`config.mk`:
```
export PLATFORM = sky130hd
export DESIGN_NAME = rb_ctrl
export DESIGN_NICKNAME = d
export VERILOG_FILES = /design/src/hw/rb_ctrl.sv
export SDC_FILE = /design/constraint.sdc
export NUM_CORES = 1
export LEC_CHECK = 0
export BUFFER_PORTS_ARGS = -buffer_cell sky130_fd_sc_hd__buf_2
export CORE_UTILIZATION = 45
export DETAILED_ROUTE_END_ITERATION = 10
export MAX_ROUTING_LAYER = met4
export PLACE_DENSITY = 0.65
export SLEW_MARGIN = 20
export SYNTH_ARGS = -nofsm -noshare
export SYNTH_HDL_FRONTEND = slang
export SYNTH_SLANG_ARGS = --single-unit
```
`constraint.sdc`:
```
create_clock -name clk -period 4.5 [get_ports clk]
set_clock_uncertainty 0.2 [all_clocks]
set_input_delay 0.9 -clock clk [delete_from_list [all_inputs] [get_ports clk]]
set_output_delay 0.9 -clock clk [all_outputs]
set_load 0.03 [all_outputs]
```
`src/hw/rb_ctrl.sv`:
```
`timescale 1ns/1ps

module rb_ctrl #(
    parameter int PDU_AWIDTH    = 6,
    parameter int MAX_PDU_FLITS = 9
) (
    input  logic                   clk,
    input  logic                   rst,
    input  logic                   update_valid,
    input  logic [PDU_AWIDTH-1:0]  update_size,
    input  logic                   rd_en,
    output logic [PDU_AWIDTH-1:0]  base_addr,
    output logic                   base_addr_valid,
    output logic                   almost_full,
    output logic [PDU_AWIDTH-1:0]  rd_addr_mem,
    output logic                   rd_en_mem,
    output logic                   rd_valid,
    output logic [PDU_AWIDTH:0]    occupancy
);

    localparam int DEPTH = 1 << PDU_AWIDTH;
    localparam logic [PDU_AWIDTH:0] DEPTH_CNT = DEPTH[PDU_AWIDTH:0];
    localparam logic [PDU_AWIDTH:0] MAX_CNT   = MAX_PDU_FLITS[PDU_AWIDTH:0];

    logic [PDU_AWIDTH-1:0] tail;
    logic [PDU_AWIDTH-1:0] head;
    logic                  commit_r;
    logic [PDU_AWIDTH-1:0] commit_size_r;
    logic                  pop;
    logic [PDU_AWIDTH:0]   add_cnt;
    logic [PDU_AWIDTH:0]   sub_cnt;
    logic [PDU_AWIDTH:0]   free_cnt;

    assign base_addr = tail;

    // pops on an empty ring are dropped
    assign pop         = rd_en && (occupancy != '0);
    assign rd_en_mem   = pop;
    assign rd_addr_mem = head;

    assign free_cnt    = DEPTH_CNT - occupancy;
    assign almost_full = (free_cnt < MAX_CNT);

    // occupancy only counts a PDU once its header has landed
    assign add_cnt = commit_r ? {1'b0, commit_size_r} : '0;
    assign sub_cnt = {{PDU_AWIDTH{1'b0}}, pop};

    always_ff @(posedge clk) begin
        if (rst) begin
            tail            <= '0;
            head            <= '0;
            commit_r        <= 1'b0;
            commit_size_r   <= '0;
            base_addr_valid <= 1'b0;
            rd_valid        <= 1'b0;
            occupancy       <= '0;
        end else begin
            commit_r        <= update_valid;
            commit_size_r   <= update_size;
            base_addr_valid <= commit_r;
            rd_valid        <= pop;

            if (update_valid) begin
                tail <= tail + update_size;
            end

            if (pop) begin
                head <= head + 1'b1;
            end

            occupancy <= occupancy + add_cnt - sub_cnt;
        end
    end

endmodule

```
## Word level (Yosys, flattened, before mapping)

Cells that the tools add are included.

- Bits in registers: 28
- Output and inout port bits: 23

- Add/sub/neg operators: 5
- $lt $le $gt $ge: 1
- Muxes and demuxes: 1
- Reduce and logical (&&, ||, !) cells: 2

Operators with widths:

| operator | count |
|---|---|
| adder 7 x 6 -> 7 bit | 1 |
| less-than comparator 7 x 4 -> 1 bit (second input constant) | 1 |
| nonzero test 7 bit | 1 |
| subtractor 7 x 1 -> 7 bit | 1 |
| subtractor 7 bit (first input constant) | 1 |
| adder 6 x 1 -> 6 bit (second input constant) | 1 |
| adder 6 bit | 1 |
| 2-to-1 mux 6 bit | 1 |
| logical AND 1 bit | 1 |

## Logic depth before layout (Yosys ltp)

Gate-level depths: netlist of the first run.

- Depth in word-level cells: 3
- Gate-level depth with buffers: 13

## Worst setup path after synthesis of the first run

No wires, ideal clock.

- Kind: flip-flop to flip-flop
- Start: register occupancy[0]
- End: register occupancy[4]
- Arrival time: 2.994 ns
- Required time: 4.172 ns
- Path slack: 1.178 ns
- Stages on the path, launching flop included: 14
- Clock period less this slack: 3.322 ns
- Cells stage by stage: dfxtp_1 > inv_1 > ha_1 > nor4b_2 > a21o_1 > inv_1 > ha_1 > inv_1 > ha_1 > fa_1 > a21o_1 > a21oi_1 > xnor2_1 > nor2_1

- Word-level cells in the longest chain between the ends: 3

Ends and longest elaborated chain:

| what | line | RTL |
|---|---|---|
| start, declared | 18 | `output logic [PDU_AWIDTH:0] occupancy` |
| start signal, assigned | 71 | `occupancy <= occupancy + add_cnt - sub_cnt;` |
| nonzero test 7 bit | 37 | `assign pop = rd_en && (occupancy != '0);` |
| logical AND 1 bit | 37 |  |
| named net rd_en_mem | 16 | `output logic rd_en_mem,` |
| subtractor 7 x 1 -> 7 bit | 71 |  |

The timed path passes the listed nets, and every way through them passes these cells.
A chain may end at the register's enable or synchronous reset.

## Final worst setup path of the first run

- Start: register occupancy[0]
- End: register occupancy[6]

- Word-level cells in the longest chain between the ends: 3

Ends and longest elaborated chain:

| what | line |
|---|---|
| parallel branches: the longest is 2 deep, another holds adder 7 x 6 -> 7 bit | n/a |
| subtractor 7 x 1 -> 7 bit (*) | 71 |

Every way passes the cells marked *.

==> results of run 1 <==
kinds of logic after synthesis:
family | count (synthesis)
DFF | 28
AOI/OAI and AO/OA | 35
xor gates and xnor gates | 9
buffers and inverters | 32
adders and majority gates | 21
and+or+nand+nor | 59
muxes | 5
cells in the mapped netlist, drive strengths merged, types with 3 or more instances:
cell	count	area, µm²
inv	28	105
nor2	16	60.1
a211oi	3	22.5
o21ai	6	30.0
xnor2	8	70.1
nor4b	4	41.3
dfxtp	28	561
nor4	4	25.0
a21o	4	30.0
nand2b	3	18.8
nand2	11	41.3
nor2b	10	62.6
clkbuf	3	11.3
mux2i	4	40.0
nand3	6	30.0
ha	19	238
a21oi	7	35.0
final timing paths:
check / startpoint / end / slack [ns]
hold reg to reg: rd_addr_mem[5] / rd_addr_mem[5] / 0.29
setup reg to reg: occupancy[0] / occupancy[6] / 1.13
hold / removal: rd_addr_mem[5] / rd_addr_mem[5] / 0.29
setup / recovery: occupancy[0] / occupancy[6] / 1.13
through the flow:
step | cell area, µm² | total power, mW | utilization | setup WS, ns | hold slack (ns)
global route | 1900 | 1.19 | 0.555 | 0.841 | 0.337
floorplan | 1640 | 0.798 | - | 1.18 | 0.311
detailed placement | 1840 | 0.935 | 0.540 | 1.17 | 0.278
finish | 1900 | 1.09 | 0.555 | 1.13 | 0.295
CTS | 1900 | 1.10 | 0.555 | 1.14 | 0.297
global placement | 1840 | 0.907 | 0.540 | 1.30 | 0.262
flip-flops by register name, indices dropped and copies added, names as in the netlist:
name / cells
occupancy: 7
base_addr: 6
commit_size_r: 6
commit_r: 1
rd_addr_mem: 6
rd_valid: 1
base_addr_valid: 1
power by group:
group          internal [mW]  switching, mW  leakage [nW]
clock network         0.0901         0.0722        0.0279
registers              0.294         0.0488         0.232
logic                  0.234          0.352         0.664
area by class of cell:
type	instances	area (µm²)
flip-flops and latches	28	561
well taps	46	57.6
clock buffers	3	22.5
fillers	341	1520
multi-input cells	129	961
clock inverters	1	30.0
inverters	28	105
repair buffers	32	160
layer usage:
metal / vias to the layer above / share of wire / global-route usage
li1: 714 / - / -
met1: 634 / 0.43 / 0.207
met2: 30 / 0.51 / 0.338
met3: 2 / 0.048 / 0.0383
met4: 0 / 0.0060 / 0.0349
met5: - / 0 / -
worst max-delay path, stage by stage (launching register included):
cell and delay, ns:
dfxtp_1 0.39, inv_1 0.10, ha_1 0.21, nor4b_2 0.43, a21o_1 0.30, inv_1 0.09
ha_1 0.29, inv_1 0.04, ha_1 0.20, fa_1 0.40, a21o_1 0.18, a21oi_1 0.24
o21ai_0 0.11, o311ai_0 0.11
==> impl_metrics.ini, run 1 <==
[outcome]
status = completed

[logic_synthesis]
synth_top_family_by_area = simple AND/OR/NAND/NOR gates
syn-instance-count = 189
synthesis.nets = 220
yosysSeqAreaShare = 0.341
synth_edf_count = 0
synth_warnings = 0
ys_seq_elements = 28
synthMuxAreaShare = 0.0312
synth_xor_area_frac = 0.0480
synth_cell_type_count = 36
synth_area_um2 = 1640
synth-compound-area-share = 0.145
synthSimpleGateAreaFrac = 0.191
synth_flop_cell = dfxtp_1
async_reset_ff_frac = 0
syn_avg_cell_area_um2 = 8.69
synthAdderAreaFrac = 0.169

[drt]
drc = 0
wire_per_inst_um = 11.9
via_per_inst = 5.17
dr.first_iter.drc_count = 54
ant_nets = 0
vias = 1380
wirelength_um = 3190
drtPass1Iterations = 4

[cts]
post_cts_resized = 0
cts_tree = yes
cts_buffers = 3
cts-root-buf = clkbuf_4
cts_hold_buf = 0
clk_pin_slew_ns = 0.15
postCtsSetupBuffers = 0
clock_path_buffers = 2
cts-htree-levels = 1
numClockSinks = 28
clock_latency_ns = 0.33

[sta]
post-route-period-util = 0.750
setup_viol = 0
worstMarginPinSlew_ns = 0.575
maxSlewViolCount = 0
finalCriticalPeriod_ns = 3.37
fmax_mhz = 296
relSlewSlack = 0.617
hold_viol = 0
setup_tns_ns = 0
rsz0062_at_grt = no

[place]
place.detailed.hpwl_um = 2490
gp_congestion = 0.791
dp.cells = 263
numPortBuffers = 32

[cells_and_area]
final_common_cell = buf_2
fin_cells = 267
nets = 253
area_growth_pct = 15.5
layout_common_cells = buf_2, inv_1, dfxtp_1, ha_1, nor2_1
drive_gt1_frac = 0.176
n_antenna_cell = 0

[floorplan]
num_rows = 21
dieArea_um2 = 3900
core_area_um2 = 3420
start_util = 0.481
chipWidth_um = 62.4
num_io_pins = 33
die_h_um = 62.4

[worst_setup_path]
worstSetupPathType = reg2reg
worst_ep_arrival_time_ns = 3.40
worst_setup_path_end_kind = flip-flop
worstPathMaxFanout = 6
cp_data_required_time_ns = 4.53
cp-start-kind = flip-flop
r2r_cells = 13

[global_routing]
grt_antenna_before_repair = 0
grt_usage = 0.185
grt_pass1_wl_um = 5770
grt_max_degree = 33
grt_remaining_overflow = 0
grt_pass1_vias = 1390

[job]
maxCapViolCount = 0

[power]
leakage_nw = 0.923
ir_drop_uv = 232
p_per_area_nw_per_um2 = 575

[min_path]
hold_depth = 2
hold_path_class = reg2reg
Power figures use the tool's default switching activity.
==> run 2: changes to the inputs <==
==> constraint.sdc (replaced) <==
create_clock -name clk -period 3.5 [get_ports clk]
set_clock_uncertainty 0.2 [all_clocks]
set_input_delay 0.7 -clock clk [delete_from_list [all_inputs] [get_ports clk]]
set_output_delay 0.7 -clock clk [all_outputs]
set_load 0.03 [all_outputs]
==> run 2 against run 1 <==
Effect of this change: hold slack better by 0.0024 ns; via count is 1.8% higher; count of clock-buffer cells in the layout stayed put; first-iteration DRC count is 11% lower; setup slack worse by 0.83 ns; global-route usage is 0.087 points higher; design area is 0.40% higher; cell count is 0.37% higher; sequential cell count stayed put; total power is 30% higher; register-to-register slack worse by 0.83 ns; sequential share of layout area is 0.12 points lower; critical endpoint is now occupancy[4]; largest power group unchanged; highest routed layer unchanged.
==> impl_metrics.ini, run 2 (synthesis gave the netlist of run 1 again) <==
[drt]
met3_length_um = 123
ant_nets = 0
wire_per_inst_um = 12.1
drt-met1-wl_um = 1480
dr.first_iter.drc_count = 48
via_per_inst = 5.24
wl_met2_um = 1600
wirelength_um = 3260
top_layer = met4
vias = 1405
drc = 0
drtPass1Iterations = 4

[sta]
maxSlewViolCount = 0
finalCriticalPeriod_ns = 3.21
setup_tns_ns = 0
relSlewSlack = 0.628
worstMarginPinSlew_ns = 0.559
hold_viol = 0
post-route-period-util = 0.917
fmax_mhz = 312
setup_viol = 0
rsz0062_at_grt = no

[global_routing]
grt_antenna_before_repair = 0
grt_remaining_overflow = 0
grt_pass1_wl_um = 5780
grt_usage = 0.186
grt_pass1_vias = 1379
grt_max_degree = 33

[worst_setup_path]
path_cells = inv_1 > ha_1 > nor4b_2 > a21o_1 > inv_1 > ha_1 > inv_1 > ha_1 > fa_1 > a21o_1 > a21oi_1 > xnor2_1 > nor2_1
r2r_cells = 13
critPathBufInv = 3
reg2reg_slack_ns = 0.29
worst_setup_path_end_kind = flip-flop
cp-start-kind = flip-flop
critical-path-top-delay-family = adder cells
cp_data_required_time_ns = 3.52
r2r_end = occupancy[4]
worstSetupPathType = reg2reg
critPathMaxStageDelay_ns = 0.41
slowest_stage = fa_1
worstPathMaxFanout = 6
worst_ep_arrival_time_ns = 3.23
reg2reg_from = occupancy[0]

[power]
p_seq_frac = 0.311
clock_power_share = 0.149
p_sw_mw = 0.620
ir_drop_uv = 345
combPwrFrac = 0.540
internal-power_mw = 0.802
power.share.switching = 0.436
p_per_area_nw_per_um2 = 747
power.total_mw = 1.42
leakage_nw = 0.929

[cells_and_area]
area_growth_pct = 15.9
utilization = 0.558
largest_register = occupancy
layout_common_cells = buf_2, inv_1, dfxtp_1, ha_1, nor2_1
largest_register_ffs = 7
fin_area_um2 = 1900
drive_gt1_frac = 0.180
final_common_cell = buf_2
nets = 254
fillers = 319
n_antenna_cell = 0

[floorplan]
start_util = 0.481
num_rows = 21
num_io_pins = 33
dieArea_um2 = 3900
chipWidth_um = 62.4
core_area_um2 = 3420
die_h_um = 62.4

[min_path]
holdPathEnd = base_addr[3]
hold_depth = 2
min_from = base_addr[3]
hold_path_class = reg2reg

[outcome]
status = completed

[place]
numPortBuffers = 32
gp_congestion = 0.766
dpl_cell_area_um2 = 1850
place.detailed.hpwl_um = 2530

[cts]
postCtsSetupBuffers = 0
post_cts_resized = 0
clock_path_buffers = 2
clk_pin_slew_ns = 0.15
cts-htree-levels = 1
clock_latency_ns = 0.33
cts-root-buf = clkbuf_4
numClockSinks = 28
cts_buffers = 3
cts_hold_buf = 0
cts_tree = yes

[job]
maxCapViolCount = 0
## run 2: layout make-up
cell class | count | area [µm²] | area share
clock buffer | 3 | 22.5 | 0.0118
clock inverter | 1 | 30.0 | 0.0158
inverter | 28 | 105 | 0.0552
multi-input combinational | 129 | 961 | 0.505
sequential | 28 | 561 | 0.294
tap | 46 | 57.6 | 0.0302
timing repair buffer | 33 | 168 | 0.0880
## run 2: worst max-delay path by stage
| stage | start | end | slack, ns | cells after the start |
|---|---|---|---|---|
| floorplan | occupancy[0] | occupancy[4] | 0.18 | 13 |
| global placement | occupancy[0] | occupancy[4] | 0.45 | 13 |
| detailed placement | occupancy[0] | occupancy[4] | 0.37 | 13 |
| CTS | occupancy[0] | occupancy[6] | 0.29 | 13 |
| global route | occupancy[0] | occupancy[6] | 0.04 | 13 |
| finish | occupancy[0] | occupancy[4] | 0.29 | 13 |
## run 2: per-layer routing
metal,up-vias,GRT usage
li1,718,-
met1,640,0.210
met2,41,0.336
met3,6,0.0383
met4,0,0.0407
met5,-,-
## run 2: worst reg2reg max path, stage by stage, from the launching register on
cell     delay [ns]
dfxtp_1        0.40
inv_1          0.10
ha_1           0.21
nor4b_2        0.28
a21o_1         0.28
inv_1          0.08
ha_1           0.28
inv_1          0.04
ha_1           0.20
fa_1           0.41
a21o_1         0.17
a21oi_1        0.24
xnor2_1        0.15
nor2_1         0.05
## run 2: stage by stage
stage,setup slack [ns],hold WS [ns],cells
floorplan,0.178,0.311,189
global placement,0.452,0.263,264
detailed placement,0.370,0.281,264
CTS,0.292,0.302,268
global route,0.0393,0.319,268
finish,0.291,0.297,268
## run 2: power groups by stage
stage,sequential (mW),clock (mW),combinational (mW)
floorplan,0.537,0,0.490
global placement,0.440,0,0.738
detailed placement,0.449,0,0.765
CTS,0.441,0.220,0.769
global route,0.452,0.233,0.856
finish,0.443,0.212,0.767
